### config.mk
export PLATFORM = sky130hd
export DESIGN_NAME = cpu_ex
export DESIGN_NICKNAME = d
export VERILOG_FILES = /design/src/cpu_pkg.sv /design/src/alu.sv /design/src/cpu_ex.sv
export SDC_FILE = /design/constraint.sdc
export NUM_CORES = 1
export LEC_CHECK = 0
export ABC_CLOCK_PERIOD_IN_PS = 5900
export BUFFER_PORTS_ARGS = -buffer_cell sky130_fd_sc_hd__buf_2
export CELL_PAD_IN_SITES_DETAIL_PLACEMENT = 2
export CELL_PAD_IN_SITES_GLOBAL_PLACEMENT = 2
export CORE_UTILIZATION = 27
export CTS_CLUSTER_SIZE = 12
export DETAILED_ROUTE_END_ITERATION = 10
export PLACE_DENSITY = 0.89
export SETUP_SLACK_MARGIN = 0.15
export SLEW_MARGIN = 15
export SYNTH_ARGS = -nofsm -noshare
export SYNTH_HDL_FRONTEND = slang
export SYNTH_HIERARCHICAL = 1
export SYNTH_SLANG_ARGS = --single-unit
### constraint.sdc
create_clock -name clk_i -period 5.9 [get_ports clk_i]
set_input_delay 1.18 -clock clk_i [delete_from_list [all_inputs] [get_ports clk_i]]
set_output_delay 1.18 -clock clk_i [all_outputs]
set_load 0.03 [all_outputs]
### src/cpu_pkg.sv
`default_nettype none

package cpu_pkg;

    typedef logic [31:0] word_t;    // data, address and instruction word
    typedef logic [4:0]  regaddr_t; // register index

    typedef enum logic [3:0] {
        ALU_ADD   = 4'd0,
        ALU_SUB   = 4'd1,
        ALU_AND   = 4'd2,
        ALU_OR    = 4'd3,
        ALU_XOR   = 4'd4,
        ALU_SLL   = 4'd5,
        ALU_SRL   = 4'd6,
        ALU_SRA   = 4'd7,
        ALU_SLT   = 4'd8,
        ALU_SLTU  = 4'd9,
        ALU_PASS2 = 4'd10           // operand 2 straight through, for lui
    } alu_mode_t;

    typedef enum logic [1:0] {
        MA_X     = 2'd0,            // no memory access
        MA_LOAD  = 2'd1,
        MA_STORE = 2'd2
    } ma_mode_t;

    // same codes as the funct3 field of loads and stores
    typedef enum logic [2:0] {
        MA_B  = 3'd0,
        MA_H  = 3'd1,
        MA_W  = 3'd2,
        MA_BU = 3'd4,
        MA_HU = 3'd5
    } ma_size_t;

    typedef enum logic [1:0] {
        WB_SRC_ALU  = 2'd0,
        WB_SRC_MEM  = 2'd1,
        WB_SRC_DATA = 2'd2          // value computed upstream
    } wb_src_t;

    localparam word_t    NOP_PC       = 32'hffff_ffff; // bubble marker
    localparam word_t    NOP_IR       = 32'h0000_0013; // addi x0,x0,0
    localparam ma_mode_t NOP_MA_MODE  = MA_X;
    localparam ma_size_t NOP_MA_SIZE  = MA_W;
    localparam wb_src_t  NOP_WB_SRC   = WB_SRC_DATA;
    localparam logic     NOP_WB_VALID = 1'b0;

endpackage

`default_nettype wire

### src/alu.sv
`timescale 1ns/10ps
`default_nettype none

module alu (
    input  wire cpu_pkg::alu_mode_t alu_mode_i,        // operation select
    input  wire cpu_pkg::word_t     alu_op1_i,         // rs1 side
    input  wire cpu_pkg::word_t     alu_op2_i,         // rs2 or immediate
    output cpu_pkg::word_t          alu_result_async_o // result
);

    logic [4:0]     shamt;       // shift amount
    logic           lt_signed;
    logic           lt_unsigned;
    cpu_pkg::word_t sra_result;

    always_comb begin
        shamt       = alu_op2_i[4:0];
        lt_signed   = $signed(alu_op1_i) < $signed(alu_op2_i);
        lt_unsigned = alu_op1_i < alu_op2_i;
        sra_result  = $signed(alu_op1_i) >>> shamt; // sign bit fills from the left
    end

    always_comb begin
        case (alu_mode_i)
            cpu_pkg::ALU_ADD: begin
                alu_result_async_o = alu_op1_i + alu_op2_i;
            end
            cpu_pkg::ALU_SUB: begin
                alu_result_async_o = alu_op1_i - alu_op2_i;
            end
            cpu_pkg::ALU_AND:   alu_result_async_o = alu_op1_i & alu_op2_i;
            cpu_pkg::ALU_OR:    alu_result_async_o = alu_op1_i | alu_op2_i;
            cpu_pkg::ALU_XOR:   alu_result_async_o = alu_op1_i ^ alu_op2_i;
            cpu_pkg::ALU_SLL:   alu_result_async_o = alu_op1_i << shamt;
            cpu_pkg::ALU_SRL:   alu_result_async_o = alu_op1_i >> shamt;
            cpu_pkg::ALU_SRA:   alu_result_async_o = sra_result;
            cpu_pkg::ALU_SLT:   alu_result_async_o = {31'b0, lt_signed};
            cpu_pkg::ALU_SLTU:  alu_result_async_o = {31'b0, lt_unsigned};
            cpu_pkg::ALU_PASS2: alu_result_async_o = alu_op2_i; // lui
            default:            alu_result_async_o = '0;
        endcase
    end

endmodule

`default_nettype wire

### src/cpu_ex.sv
`timescale 1ns/10ps
`default_nettype none

module cpu_ex (
    input  wire                     clk_i,
    input  wire                     rst_i,

    input  wire cpu_pkg::word_t     pc_i,             // program counter
    input  wire cpu_pkg::word_t     ir_i,             // instruction word
    input  wire cpu_pkg::word_t     alu_op1_i,
    input  wire cpu_pkg::word_t     alu_op2_i,
    input  wire cpu_pkg::alu_mode_t alu_mode_i,
    input  wire cpu_pkg::ma_mode_t  ma_mode_i,        // load, store or none
    input  wire cpu_pkg::ma_size_t  ma_size_i,
    input  wire cpu_pkg::word_t     ma_data_i,        // store data
    input  wire cpu_pkg::wb_src_t   wb_src_i,
    input  wire cpu_pkg::word_t     wb_data_i,
    input  wire                     wb_valid_i,       // register write requested

    output cpu_pkg::regaddr_t       wb_addr_async_o,  // forwarded rd
    output cpu_pkg::word_t          wb_data_async_o,
    output logic                    wb_ready_async_o, // forwarded data usable now
    output logic                    wb_valid_async_o,
    output logic                    empty_async_o,    // bubble in this stage

    output cpu_pkg::word_t          pc_o,
    output cpu_pkg::word_t          ir_o,
    output cpu_pkg::word_t          ma_addr_o,
    output cpu_pkg::ma_mode_t       ma_mode_o,
    output cpu_pkg::ma_size_t       ma_size_o,
    output cpu_pkg::word_t          ma_data_o,
    output cpu_pkg::wb_src_t        wb_src_o,
    output cpu_pkg::word_t          wb_data_o,
    output logic                    wb_valid_o
);

    cpu_pkg::word_t alu_result;

    alu u_alu (
        .alu_mode_i         (alu_mode_i),
        .alu_op1_i          (alu_op1_i),
        .alu_op2_i          (alu_op2_i),
        .alu_result_async_o (alu_result)
    );

    always_comb begin
        wb_addr_async_o  = ir_i[11:7];
        wb_data_async_o  = (wb_src_i == cpu_pkg::WB_SRC_ALU) ? alu_result : wb_data_i;
        wb_ready_async_o = (wb_src_i != cpu_pkg::WB_SRC_MEM); // load data comes later
        wb_valid_async_o = wb_valid_i;
        empty_async_o    = (pc_i == cpu_pkg::NOP_PC);
    end

    always_ff @(posedge clk_i) begin
        if (rst_i) begin
            pc_o       <= cpu_pkg::NOP_PC;
            ir_o       <= cpu_pkg::NOP_IR;
            ma_mode_o  <= cpu_pkg::NOP_MA_MODE;
            ma_size_o  <= cpu_pkg::NOP_MA_SIZE;
            wb_src_o   <= cpu_pkg::NOP_WB_SRC;
            wb_valid_o <= cpu_pkg::NOP_WB_VALID;
        end else begin
            pc_o       <= pc_i;
            ir_o       <= ir_i;
            ma_mode_o  <= ma_mode_i;
            ma_size_o  <= ma_size_i;
            wb_src_o   <= wb_src_i;
            wb_valid_o <= wb_valid_i;
        end
    end

    always_ff @(posedge clk_i) begin
        ma_addr_o <= (ma_mode_i == cpu_pkg::MA_X) ? '0 : alu_result; // effective address
        ma_data_o <= ma_data_i;
        wb_data_o <= wb_data_async_o;
    end

    // the decoder only hands over modes the alu knows
    a_alu_mode_known: assert property (@(posedge clk_i) disable iff (rst_i)
        !$isunknown(alu_mode_i) && (alu_mode_i <= cpu_pkg::ALU_PASS2));

    // a bubble must reach memory access without a register write
    a_bubble_no_write: assert property (@(posedge clk_i) disable iff (rst_i)
        (pc_i == cpu_pkg::NOP_PC) |=> !wb_valid_o);

endmodule

`default_nettype wire

Word-level counts from Yosys, hierarchy flattened
Cells that the tools add are included.
{"block": "op_classes", "add_sub_neg": 2, "order_cmp": 2, "n_eq_ne": 12, "shift": 3, "mux": 2, "bitwise_logic": 3, "reduce_logical": 3}
{"operator": "case mux 32 bit (11 select lines)", "count": 1}
{"operator": "less-than comparator 32 bit", "count": 2}
{"operator": "adder 32 bit", "count": 1}
{"operator": "bitwise AND 32 bit", "count": 1}
{"operator": "== test 32 bit, second input constant", "count": 1}
{"operator": "two-way mux 32 bit", "count": 1}
{"operator": "bitwise OR 32 bit", "count": 1}
{"operator": "left shift 32 x 5 -> 32 bit", "count": 1}
{"operator": ">> shifter 32 x 5 -> 32 bit", "count": 1}
{"operator": ">>> shifter 32 x 5 -> 32 bit", "count": 1}
{"operator": "subtractor 32 bit", "count": 1}
{"operator": "XOR 32 bit", "count": 1}
{"operator": "== test 4 x 3 -> 1 bit, second input constant", "count": 4}
{"operator": "== test 4 bit, second input constant", "count": 3}
{"operator": "== test 4 x 2 -> 1 bit, second input constant", "count": 2}
{"operator": "== test 4 x 1 -> 1 bit, second input constant", "count": 1}
{"operator": "logical NOT 2 bit", "count": 2}
{"operator": "logical NOT 4 bit", "count": 1}
{"operator": "inequality test 2 x 1 -> 1 bit, second input constant", "count": 1}
{"block": "word_totals", "register_bits": 168, "out_inout_bits": 208, "elab_cells": 36}

Longest topological paths before layout
Gate-level depths: netlist of run 1.
{"block": "depth", "depth_word": 3, "depth_mapped": 17}

By module
Netlist of run 1, hierarchy kept.
{"module": "alu", "n_inst": 1, "cells_each": 1302, "area_per_inst_um2": 8549.4, "seq_area_each_um2": 0.0}
{"module": "cpu_ex", "n_inst": 1, "cells_each": 338, "area_per_inst_um2": 4568.1, "seq_area_each_um2": 3363.2}

Worst setup path after synthesis of run 1
Ideal clock, no wire load.
{"block": "synth_timing", "path_type": "input-to-output", "start": "in alu_op2_i[2]", "end": "out wb_data_async_o[26]", "t_arrival_ns": 4.909, "t_required_ns": 4.720, "slack_ns": -0.189, "path_stages": 15, "path_buffers": 2, "cell_sequence": "inv_2 > buf_1 > buf_1 > ha_1 > nor2b_1 > o31a_1 > o21ai_2 > o31ai_2 > a221o_1 > a221oi_2 > o21bai_1 > a211oi_2 > a2111oi_0 > a311o_1 > mux2_1"}
{"block": "synth_via", "elab_chain_cells": 3, "elab_cells_between_ends": 7, "classes_between": "add/sub: 2; shift: 3; mux: 2"}
{"item": "start: declaration", "line_no": "cpu_ex.sv:11", "text": "input wire cpu_pkg::word_t alu_op2_i,"}
{"item": "subtractor 32 bit, or another cell as far along", "line_no": "alu.sv:29", "text": "alu_result_async_o = alu_op1_i - alu_op2_i;"}
{"item": "case mux 32 bit (11 select lines) (*)", "line_no": "alu.sv:24", "text": "case (alu_mode_i)"}
{"item": "via alu_result[26]", "line_no": "cpu_ex.sv:37", "text": "cpu_pkg::word_t alu_result;"}
{"item": "two-way mux 32 bit (*)", "line_no": "cpu_ex.sv:48", "text": "wb_data_async_o = (wb_src_i == cpu_pkg::WB_SRC_ALU) ? alu_result : wb_data_i;"}
{"item": "end: declaration", "line_no": "cpu_ex.sv:21", "text": "output cpu_pkg::word_t wb_data_async_o,"}
The timed path passes the listed nets; every way through them passes the cells marked *.

Worst setup path after layout of run 1
{"block": "layout_timing", "start": "in alu_op2_i[0]", "end": "out wb_data_async_o[22]"}
The elaborated chain is that of the path after synthesis.

==> results of run 1 <==
final cells by class:
class                           instances  area (um2)
Fill cell                            5441       29400
Clock buffer                           18         429
Inverter                               95         373
Clock inverter                         14         180
Timing Repair Buffer                  626        3900
Tap cell                              615         769
Multi-Input combinational cell       1252        9420
Antenna cell                            8        20.0
Sequential cell                       168        3360
cell families after synthesis:
kind of cell / Yosys count / share of synthesized area
adders and majority gates: 103 / 0.0994
buffers and inverters: 220 / 0.0682
DFF: 168 / 0.256
xor gates and xnor gates: 30 / 0.0200
AOI/OAI and AO/OA: 483 / 0.239
and+or+nand+nor: 527 / 0.199
muxes: 109 / 0.118
critical path: cells and delay by family:
kind / cells / cell delay (ns)
xor gates and xnor gates: 1 / 0.17
and+or+nand+nor: 2 / 0.11
muxes: 1 / 0.29
AOI/OAI and AO/OA: 7 / 1.73
buffers and inverters: 7 / 0.80
adders and majority gates: 2 / 0.36
metrics by stage:
step | worst slack [ns] | std cells | total power [mW]
5_1_grt | -0.00224 | 2790 | 4.28
2_1_floorplan | 0.163 | 1640 | 2.14
6_report | 0.0673 | 2796 | 4.12
4_1_cts | 0.0639 | 2771 | 4.05
3_5_place_dp | -0.234 | 2728 | 2.84
3_3_place_gp | -0.0812 | 2728 | 2.78
metal layers:
layer	vias up	wire length [um]	part of all wire	GRT usage
li1	6921	-	-	-
met1	7986	30400	0.38	0.359
met2	864	39000	0.49	0.547
met3	238	5610	0.070	0.0582
met4	8	4710	0.059	0.155
met5	-	46	0.00058	0
sequential cells by signal (all words and copies together) (netlist names):
name        count
ir_o           32
ma_addr_o      32
ma_data_o      32
pc_o           32
wb_data_o      32
ma_size_o       3
ma_mode_o       2
wb_src_o        2
wb_valid_o      1
placed cells by master (no fill, tap or decap), types with 9 or more instances in the layout:
master                      count
sky130_fd_sc_hd__dfxtp_1      168
sky130_fd_sc_hd__or2_1         17
sky130_fd_sc_hd__nand2_1      101
sky130_fd_sc_hd__a21o_1        13
sky130_fd_sc_hd__ha_1          89
sky130_fd_sc_hd__buf_6         13
sky130_fd_sc_hd__or3_1         14
sky130_fd_sc_hd__nand4_1       17
sky130_fd_sc_hd__a31oi_1       15
sky130_fd_sc_hd__nand3_1       27
sky130_fd_sc_hd__mux2_1        23
sky130_fd_sc_hd__mux2i_1       38
sky130_fd_sc_hd__buf_2        397
sky130_fd_sc_hd__o21ai_1       20
sky130_fd_sc_hd__a211o_1       10
sky130_fd_sc_hd__mux4_2        33
sky130_fd_sc_hd__o21bai_1      15
sky130_fd_sc_hd__nor3_1        25
sky130_fd_sc_hd__clkbuf_16     17
sky130_fd_sc_hd__a211oi_1      11
sky130_fd_sc_hd__ha_4          11
sky130_fd_sc_hd__xnor2_1       24
sky130_fd_sc_hd__buf_12         9
sky130_fd_sc_hd__inv_2         11
sky130_fd_sc_hd__a21oi_1      118
sky130_fd_sc_hd__a22oi_1       19
sky130_fd_sc_hd__nand2b_1      13
sky130_fd_sc_hd__buf_4        200
sky130_fd_sc_hd__or2_2         25
sky130_fd_sc_hd__o211ai_1      22
sky130_fd_sc_hd__a221oi_1      14
sky130_fd_sc_hd__o21ai_0      105
sky130_fd_sc_hd__inv_1         75
sky130_fd_sc_hd__nor2_1       163
sky130_fd_sc_hd__nor2b_1       73
power by group through the flow:
stage / Combinational (mW) / Clock (mW) / Sequential, mW
final: 1.73 / 1.15 / 1.25
after detailed placement: 1.57 / 0 / 1.27
after global routing: 1.80 / 1.22 / 1.25
after global placement: 1.51 / 0 / 1.27
after CTS: 1.63 / 1.18 / 1.25
after floorplan: 0.700 / 0 / 1.44
final timing paths:
kind	from	end	depth (start not counted)
worst max-delay path	alu_op2_i[0]	wb_data_async_o[22]	20
worst min-delay path	ma_data_i[24]	ma_data_o[24]	1
timing repair:
item	CTS	global route
endpoints found under the hold margin	0	0
setup buffers	11	16
pin swaps	30	52
endpoints found under the setup margin	18	21
resized for setup	73	91
==> reports/results.txt, run 1 <==
The most used cell along the critical path is sky130_fd_sc_hd__buf_6. The total negative setup slack is 0 ns. Data arrives at the worst endpoint at 4.65 ns.

The tools report the worst ir drop on vdd as 0.207 mV. The starting utilization of the core area is 0.274, and the share of final-layout standard cells stronger than drive strength 1 is 0.384. The reported net switching power is 1.67 mW. Of all cell types, the one taking the most synthesized area is sky130_fd_sc_hd__dfxtp_1. Path class of the lowest-slack min-delay path: input pin to register. The post-synthesis area per instance is 8.00 um2. The tools report the via count as 16,000. The first global-routing pass estimated 115,000 um of wire.

Of all nets on the critical path, the largest fanout is 6. From bottom edge to top edge, the die measures 222 um. The count of buffers from port buffering works out to 413.

Setup repair after global routing could not meet its margin everywhere. The count of yosys warnings during synthesis is 6, and the die boundary width is 222 um. In the final design database the tool counted 2,469 nets. The area added between synthesis and finish is 40.7%. Setup violations remaining at the end of the flow were counted as 0.

The minimum clock period is 5.83 ns, and the overflow left after global routing is 0. The flow ran to the end, and the final reports show no timing, DRC or antenna violations. The tools report the post-synthesis instance total as 1,640. The tree built by TritonCTS fans out to 168 sinks.

Yosys mapped a number of flops with a built-in enable equal to 0. TritonCTS built the clock tree. Buffer cell driving the clock tree root: sky130_fd_sc_hd__clkbuf_16.

Among all flip-flop cells after synthesis, the most frequent one is sky130_fd_sc_hd__dfxtp_1. Among all stages on the critical path, the largest delay is contributed by sky130_fd_sc_hd__a221o_1. The internal power of the cells totals 2.45 mW. The run gives 0.386 as the utilization of the core after routing. STA puts the critical path data required time at 4.72 ns. Ranked by instance count, the synthesized netlist is headed by 168 x sky130_fd_sc_hd__dfxtp_1, 168 x sky130_fd_sc_hd__nor2_1, 125 x sky130_fd_sc_hd__a21oi_1. Starting DRC count in detailed routing: 1,238. After floorplanning, the core was sized to cover 47,800 um2. Number of detailed-routing iterations run before antenna repair: 7. In this design, the stage delay of the slowest critical-path cell is 0.39 ns. The switching share of power is 0.405, and the number of distinct library cells after synthesis is 87.

The number of nets handed over by synthesis was 1,949. Number of vias per cell after detailed routing: 5.73. The worst slew slack as a fraction of its limit was 0.176. The via count of the first global-routing pass is 16,800, and the detailed-route wire length is 79,800 um. The tools report the number of pins with negative max-slew slack in the final report as 0. The run gives 2 as the maximum root-to-sink buffer count.

In this run the core area contains 80 standard-cell rows. Walking the worst path, the cells encountered are buf_8 -> buf_12 -> ha_4 -> inv_2 -> fa_2 -> nor2b_2 -> o31a_1 -> o21ai_4 -> o31ai_4 -> a221o_1 -> a221oi_2 -> buf_4 -> buf_6 -> buf_6 -> nor2_1 -> a31oi_1 -> xnor2_1 -> o21ai_2 -> mux2_4 -> buf_6. The total die area came out at 49,500 um2.

The post-route antenna net violation count came out at 0. For this run, design rule violations remaining after detail routing come to 0. The congestion estimate from routability-driven global placement came to 1.02. The critical path launch point type was an input pin. The number of clock buffers inserted by TritonCTS is 17, and the placement-stage cell area is 16,900 um2. STA classifies the critical path endpoint as a primary output. The sequential cell fraction of total power was 0.303; the placed wire-length estimate was 63,400 um. Category of the critical setup timing path: input pin to primary output. The tools report the max-capacitance violation count as 0. After synthesis the netlist holds a flip-flop and latch count of 168. The largest net degree at the start of global routing came out at 73. Timing would allow up to 171 MHz.

The ratio of final minimum period to clock period was 0.989. The run gives 0.419 as the part of the total power dissipated in combinational logic. The tools report the sequential element share of the synthesized area as 0.256. For the pin with the worst max-slew slack, the measured transition is 1.23 ns. The number of hold buffers added after cts is 0.

The area share of the largest cell type after synthesis is 0.256. The average detailed-routed wire length per instance works out to 28.5 um. The power per unit of standard cell area was 223 nW/um2. Clock-pin slew was measured on the worst setup and hold paths at 0.07 ns.

The logs give 11 for the initial antenna violation count and 0.822 ns for the worst hold slack after final layout. The fraction of registers with async set or reset after synthesis was 0. The tools report the all-layer global routing usage as 0.311. In this run the static leakage power is 8.40 nW. The tools report the area of the mapped netlist as 13,100 um2. The run gives 0.278 as the clock share of power.

Ranked by total cell area, the synthesized netlist is headed by sky130_fd_sc_hd__dfxtp_1 26%, sky130_fd_sc_hd__ha_1 9.6%, sky130_fd_sc_hd__mux4_2 5.7%. The clock tree synthesis step divided the H-tree into 4 levels. For the number of hold violations in the final report, the log shows 0. The tools report the count of pins on the block boundary as 414. After routing the design area is 18,500 um2.
Note: power is estimated with default switching activity, not from simulation.
==> inputs of run 2 (changes only) <==
--- a/config.mk
+++ b/config.mk
@@ -13,7 +13,6 @@
 export CTS_CLUSTER_SIZE = 12
 export DETAILED_ROUTE_END_ITERATION = 10
 export PLACE_DENSITY = 0.89
-export SETUP_SLACK_MARGIN = 0.15
 export SLEW_MARGIN = 15
 export SYNTH_ARGS = -nofsm -noshare
 export SYNTH_HDL_FRONTEND = slang
==> run 2 against run 1 <==
  * The run now ends with negative setup slack left
  * Combinational power shrank 4%
  * Critical path depth is 6 lower
  * First-iteration DRC count is 11% higher
  * Sequential share of layout area increased by 0.49 points
  * Sequential cell count did not move
  * Critical path type unchanged
  * Total power decreased by 1.3%
  * Worst setup slack got worse by 0.11 ns
  * Via count shrank 2.0%
  * Highest routed layer unchanged
  * Critical endpoint is now wb_data_async_o[24]
  * Die area is the same
  * Largest cell class unchanged
==> reports/results.txt, run 2 (synthesized netlist as in run 1, its figures left out) <==
The worst hold slack after final layout came out at 0.823 ns (was 0.822 ns). TritonCTS built the clock tree. The element type at the critical path end is a primary output (unchanged).

Placement row count: 80 (unchanged). The logs give 7 (unchanged) for the number of detailed-routing iterations run before antenna repair and 0.192 (was 0.176) for the worst slew slack as a fraction of its limit. The via count of the first global-routing pass is 16,500 (was 16,800), and the worst-case setup slack after placement is -0.246 ns (was -0.234 ns). The die height is 222 um (unchanged). The tools report the overall power of the completed layout as 4.07 mW (was 4.12 mW).

The run gives 0 (unchanged) as the post-route antenna net violation count. The tools report the all-layer global routing usage as 0.302 (was 0.311). The critical path launch point type is an input pin (unchanged). The run gives 0.207 mV (about the same) as the worst ir drop on vdd. The number of vias per cell after detailed routing is 5.66 (was 5.73).

The final reports fail on negative setup slack. The number of H-tree levels was 4 (unchanged); the max-capacitance violation count was 0 (unchanged). The tools report the least setup slack across all paths after layout as -0.0417 ns (was 0.0673 ns). The placed wire-length estimate is 62,400 um (was 63,400 um), and the global placer's final weighted congestion is 1.01 (was 1.02).

The global-route wire length before repair is 111,000 um (was 115,000 um), and the share of final-layout standard cells stronger than drive strength 1 is 0.358 (was 0.384). The count of non-filler cells in the finished layout is 2,776 (was 2,796). The tools report the total die area as 49,500 um2 (unchanged). The clock-pin slew on the worst setup and hold paths was 0.07 ns (about the same); the starting DRC count in detailed routing was 1,379 (was 1,238). The number of sinks handled by clock tree synthesis is 168 (unchanged). The flow ran to the end, but the final reports show violations. The maximum fanout along the worst path is 10 (was 6), and the number of DRC violations after detailed routing is 0 (unchanged). Setup repair after global routing could not meet its margin everywhere. The logs give 4.76 ns (was 4.65 ns) for the endpoint arrival time on the critical path and 414 (unchanged) for the count of pins on the block boundary. The die boundary width is 222 um (unchanged). The category of the critical setup timing path is input pin to primary output (unchanged). The tools report the number of hold buffers added after cts as 0 (unchanged). The tools report the number of clock buffers inserted by TritonCTS as 17 (unchanged). The power per unit of standard cell area came out at 226 nW/um2 (was 223 nW/um2). The logs give 2,726 (was 2,728) for the post-placement cell count and 0 (unchanged) for the overflow left after global routing.

Most used cells in the layout excluding fill and tap cells: 406 x sky130_fd_sc_hd__buf_2, 193 x sky130_fd_sc_hd__buf_4, 168 x sky130_fd_sc_hd__dfxtp_1 (was 397 x sky130_fd_sc_hd__buf_2, 200 x sky130_fd_sc_hd__buf_4, 168 x sky130_fd_sc_hd__dfxtp_1). The tools report the buffer cell driving the clock tree root as sky130_fd_sc_hd__clkbuf_16 (unchanged). For the starting utilization of the core area, the log shows 0.274 (unchanged). The highest clock rate was 168 MHz (was 171 MHz); the hold-critical path depth was 1 (unchanged). The tools report the detailed-route wire length as 77,500 um (was 79,800 um). The minimum clock period is 5.94 ns (was 5.83 ns), and the number of hold violations in the final report is 0 (unchanged).

The average detailed-routed wire length per instance is 27.9 um (was 28.5 um). The transition time at the pin with the least slew margin was 1.21 ns (was 1.23 ns); the number of nets at the end of the flow was 2,455 (was 2,469). The most common library cell in the layout ignoring fill and taps was sky130_fd_sc_hd__buf_2 (unchanged). The via count is 15,700 (was 16,000), and the count of buffers from port buffering is 413 (unchanged). The area of the core was 47,800 um2 (unchanged); the placement-stage cell area was 16,900 um2 (about the same). The run gives 18,000 um2 (was 18,500 um2) as the post-route cell area. The path class of the lowest-slack min-delay path is input pin to register (unchanged).

For the initial antenna violation count, the log shows 8 (was 11). The run gives 4 (was 0) as the setup-violating endpoint count in the final report. The area added between synthesis and finish works out to 37.0% (was 40.7%). The ratio of final minimum period to clock period came out at 1.01 (was 0.989).

The largest net degree at the start of global routing is 82 (was 73). The tools report the maximum root-to-sink buffer count as 2 (unchanged). For the standby leakage power, the log shows 8.28 nW (was 8.40 nW). For the required time of the worst setup path, the log shows 4.72 ns (about the same). The number of pins with negative max-slew slack in the final report is 0 (unchanged). For the number of fillers in the final layout, the log shows 5,491 (was 5,441).
[run 2: report_power, final]
| group | internal, mW | switching (mW) | leakage [nW] |
|---|---|---|---|
| logic | 0.590 | 1.07 | 6.57 |
| registers | 1.22 | 0.0291 | 1.41 |
| clock network | 0.614 | 0.543 | 0.303 |
| total | 2.42 | 1.64 | 8.28 |
[run 2: path summary, 6_finish.rpt]
kind	from	slack, ns	end
setup / recovery	alu_op1_i[15]	-0.04	wb_data_async_o[24]
hold / removal	ma_data_i[16]	0.82	ma_data_o[16]
[run 2: per-layer routing]
layer / wire length (um) / up-vias / global-route usage / share of wire
li1: - / 6885 / - / -
met1: 29600 / 7865 / 0.341 / 0.38
met2: 38100 / 757 / 0.530 / 0.49
met3: 5320 / 190 / 0.0608 / 0.069
met4: 4540 / 6 / 0.167 / 0.059
met5: 40 / - / 0 / 0.00052
[run 2: repair_timing]
action,4_1_cts,5_1_grt
setup buffers,3,13
endpoints found under the setup margin,9,16
pin swaps,11,30
gates cloned,0,0
gates resized for setup,18,69
[run 2: final cells by class]
type                            count  area, um2  share of cell area
Clock buffer                       17        425              0.0237
Antenna cell                        2       5.00            0.000278
Sequential cell                   168       3360               0.187
Inverter                           95        363              0.0202
Multi-Input combinational cell   1252       9170               0.510
Tap cell                          615        769              0.0428
Clock inverter                     15        200              0.0111
Timing Repair Buffer              612       3670               0.204
[run 2: per-stage QoR]
step | utilization | TNS (ns)
2_1_floorplan | - | 0
3_3_place_gp | 0.353 | -0.417
3_5_place_dp | 0.353 | -0.903
4_1_cts | 0.368 | -0.0318
5_1_grt | 0.376 | -0.618
6_report | 0.376 | -0.0813
[run 2: critical path, cell delays in order]
cell and delay [ns]:
sky130_fd_sc_hd__buf_2 0.15, sky130_fd_sc_hd__buf_4 0.21, sky130_fd_sc_hd__ha_1 0.26, sky130_fd_sc_hd__or3_1 0.43, sky130_fd_sc_hd__o211ai_1 0.36, sky130_fd_sc_hd__o31ai_1 0.23
sky130_fd_sc_hd__nor3b_1 0.53, sky130_fd_sc_hd__o21ai_0 0.20, sky130_fd_sc_hd__nand2_1 0.10, sky130_fd_sc_hd__nand2_1 0.07, sky130_fd_sc_hd__xnor2_1 0.22, sky130_fd_sc_hd__o21ai_1 0.21
sky130_fd_sc_hd__mux2_1 0.40, sky130_fd_sc_hd__buf_2 0.20
==> inputs of run 3 (changes only) <==
--- a/config.mk
+++ b/config.mk
@@ -5,14 +5,15 @@
 export SDC_FILE = /design/constraint.sdc
 export NUM_CORES = 1
 export LEC_CHECK = 0
-export ABC_CLOCK_PERIOD_IN_PS = 5900
+export ABC_CLOCK_PERIOD_IN_PS = 6200
 export BUFFER_PORTS_ARGS = -buffer_cell sky130_fd_sc_hd__buf_2
 export CELL_PAD_IN_SITES_DETAIL_PLACEMENT = 2
 export CELL_PAD_IN_SITES_GLOBAL_PLACEMENT = 2
-export CORE_UTILIZATION = 27
+export CORE_UTILIZATION = 29
 export CTS_CLUSTER_SIZE = 12
 export DETAILED_ROUTE_END_ITERATION = 10
-export PLACE_DENSITY = 0.89
+export GPL_ROUTABILITY_DRIVEN = 0
+export PLACE_DENSITY = 0.91
 export SLEW_MARGIN = 15
 export SYNTH_ARGS = -nofsm -noshare
 export SYNTH_HDL_FRONTEND = slang
==> constraint.sdc (replaced) <==
create_clock -name clk_i -period 6.2 [get_ports clk_i]
set_input_delay 1.24 -clock clk_i [delete_from_list [all_inputs] [get_ports clk_i]]
set_output_delay 1.24 -clock clk_i [all_outputs]
set_load 0.03 [all_outputs]
==> run 3 against run 2 <==
  * The run still ends with negative setup slack left
  * Non-clock buffer count shrank 68
  * Clock power hardly changed
  * Combinational power shrank 9.6%
  * Design area fell by 4.3%
  * Global-route usage up 1.9 points
  * Highest routed layer unchanged
  * Final cell count decreased by 3.2%
==> reports/results.txt, run 3 (synthesized netlist as in run 1, its figures left out) <==
The flow ran to the end, but the final reports show violations. Failing checks: negative setup slack (unchanged). The tools report the max-capacitance violation count as 0 (unchanged).

The area of the core was 44,400 um2 (was 47,800 um2); the largest net degree at the start of global routing was 89 (was 82). The number of vias per cell after detailed routing is 5.83 (was 5.66). The worst hold path startpoint is ma_data_i[26] (was ma_data_i[16]). The clock-pin slew on the worst setup and hold paths was 0.07 ns (about the same); the global-route wire length before repair was 111,000 um (about the same).

The number of hold violations in the final report is 0 (unchanged). The part of the total power dissipated in combinational logic was 0.391 (was 0.408). The element type at the critical path end is a primary output (unchanged).

For the endpoint arrival time on the critical path, the log shows 4.96 ns (was 4.76 ns). The die height is 215 um (was 222 um). Capture endpoint of the worst hold path: ma_data_o[26] (was ma_data_o[16]).

The average detailed-routed wire length per instance came out at 28.4 um (was 27.9 um). The share of final-layout standard cells stronger than drive strength 1 is 0.328 (was 0.358), and the count of non-filler cells in the finished layout is 2,687 (was 2,776). Internal portion of total power: 2.30 mW (was 2.42 mW). The area added between synthesis and finish works out to 31.2% (was 37.0%).

For the required time of the worst setup path, the log shows 4.96 ns (was 4.72 ns). Maximum root-to-sink buffer count: 2 (unchanged). The overflow left after global routing was 0 (unchanged); the hold-critical path depth was 1 (unchanged).

Detailed-route wire length: 76,300 um (was 77,500 um). Most common library cell in the layout ignoring fill and taps: sky130_fd_sc_hd__buf_2 (unchanged). For the number of detailed-routing iterations run before antenna repair, the log shows 6 (was 7). The maximum fanout along the worst path is 2 (was 10), and the standby leakage power is 7.89 nW (was 8.28 nW). TritonCTS built the clock tree. The slowest library cell on the worst path is sky130_fd_sc_hd__a211o_1 (was sky130_fd_sc_hd__nor3b_1).

CP Cell Sequence: buf_2 -> inv_1 -> ha_2 -> fa_2 -> o21ba_2 -> nor4_2 -> buf_4 -> o31ai_2 -> a211oi_2 -> buf_4 -> nor2_1 -> a211o_1 -> a21oi_2 -> mux2i_1 -> nand4_1 -> a211o_1 -> mux2_4 -> clkbuf_4 (was buf_2 -> buf_4 -> ha_1 -> or3_1 -> o211ai_1 -> o31ai_1 -> nor3b_1 -> o21ai_0 -> nand2_1 -> nand2_1 -> xnor2_1 -> o21ai_1 -> mux2_1 -> buf_2). Power per unit of standard cell area: 223 nW/um2 (was 226 nW/um2). The tools report the utilization of the core after routing as 0.387 (was 0.376). The clock share of power was 0.299 (was 0.285). The least setup slack across all paths after layout was -0.00469 ns (was -0.0417 ns); the total die area was 46,100 um2 (was 49,500 um2). The number of clock buffers inserted by TritonCTS came out at 17 (unchanged). Buffer cell driving the clock tree root: sky130_fd_sc_hd__clkbuf_16 (unchanged). The category of the critical setup timing path was input pin to primary output (unchanged). The reported net switching power came out at 1.54 mW (was 1.64 mW).

The minimum clock period came out at 6.20 ns. Most used cells in the layout excluding fill and tap cells: 409 x sky130_fd_sc_hd__buf_2, 168 x sky130_fd_sc_hd__dfxtp_1, 166 x sky130_fd_sc_hd__nor2_1 (was 406 x sky130_fd_sc_hd__buf_2, 193 x sky130_fd_sc_hd__buf_4, 168 x sky130_fd_sc_hd__dfxtp_1). The path class of the lowest-slack min-delay path is input pin to register (unchanged). The ratio of final minimum period to clock period is 1.00, and the die boundary width is 215 um (was 222 um). The critical path launch point type is an input pin (unchanged). The placed wire-length estimate was 61,200 um (was 62,400 um).

The number of H-tree levels was 4 (unchanged); the number of nets at the end of the flow was 2,387 (was 2,455). The logs give 0.310 (was 0.307) for the sequential cell fraction of total power and 2,646 (was 2,726) for the post-placement cell count. The transition time at the pin with the least slew margin works out to 1.11 ns (was 1.21 ns). The worst hold slack after final layout is 0.894 ns (was 0.823 ns), and the post-route antenna net violation count is 0 (unchanged). The number of DRC violations after detailed routing was 0 (unchanged). The count of buffers from port buffering came out at 413 (unchanged). The worst slew slack as a fraction of its limit was 0.257 (was 0.192). The run gives 414 (unchanged) as the count of pins on the block boundary. The placement row count was 77 (was 80); the switching share of power was 0.401 (was 0.404).

All-layer global routing usage: 0.321 (was 0.302). The number of sinks handled by clock tree synthesis is 168 (unchanged). The number of hold buffers added after cts was 0 (unchanged). The total negative setup slack is -0.00469 ns (was -0.0813 ns), and the number of pins with negative max-slew slack in the final report is 0 (unchanged). The highest clock rate came out at 161 MHz. The delay of the slowest cell on the worst path is 0.40 ns (was 0.53 ns), and the starting utilization of the core area is 0.295 (was 0.274). Starting DRC count in detailed routing: 1,220 (was 1,379).

The worst ir drop on vdd is 0.180 mV (was 0.207 mV). The initial antenna violation count is 10 (was 8). For the via count of the first global-routing pass, the log shows 16,400 (was 16,500). For the setup-violating endpoint count in the final report, the log shows 1 (was 4). The via count was 15,700 (about the same).
## run 3: worst max path at each step
stage	start	to	slack [ns]	cells after the start
floorplan	alu_op2_i[3]	wb_data_async_o[26]	0.0009	17
global placement	alu_op1_i[0]	wb_data_async_o[26]	-0.003	18
detailed placement	alu_op1_i[0]	wb_data_async_o[26]	-0.21	18
CTS	alu_op2_i[9]	wb_data_async_o[29]	0.0006	15
global route	alu_op1_i[0]	wb_data_async_o[30]	-0.09	18
finish	alu_op1_i[0]	wb_data_async_o[30]	-0.005	18
## run 3: metrics by stage
step | setup WS, ns | instance area (um2) | total power, mW
final | -0.00469 | 17200 | 3.83
after global routing | -0.0909 | 17200 | 3.98
after CTS | 0.000620 | 17100 | 3.81
after detailed placement | -0.211 | 16400 | 2.65
after global placement | -0.00285 | 16400 | 2.58
after floorplan | 0.000891 | 13100 | 2.04
## run 3: area by class of cell
cell class	instances	area (um2)
Clock buffer	18	439
Inverter	95	357
Clock inverter	14	200
Tap cell	592	741
Antenna cell	4	10.0
Timing Repair Buffer	544	3100
Sequential cell	168	3360
Fill cell	5096	27200
Multi-Input combinational cell	1252	9000
## run 3: power groups by stage
stage	Combinational, mW	Sequential, mW	Clock, mW
after floorplan	0.665	1.37	0
after global placement	1.38	1.20	0
after detailed placement	1.44	1.21	0
after CTS	1.45	1.19	1.17
after global routing	1.57	1.19	1.22
final	1.50	1.19	1.14
## run 3: timing repair
item / CTS / global route
gates resized for setup: 6 / 25
pin swaps: 4 / 13
endpoints found under the hold margin: 0 / 0
setup endpoints to repair: 3 / 8
buffers inserted: 0 / 5
## run 3: critical path: cells and delay by family
kind	cells	cell delay (ns)
compound gates	6	1.55
fa+ha+maj	2	0.57
buf+inv	5	0.69
mux	2	0.52
simple gates	3	0.39
## run 3: layer usage
metal,vias to the layer above,global-route usage,share of wire
met4,10,0.173,0.058
met1,7831,0.370,0.38
met5,-,0,0.00086
met2,873,0.559,0.49
li1,6738,-,-
met3,213,0.0611,0.069
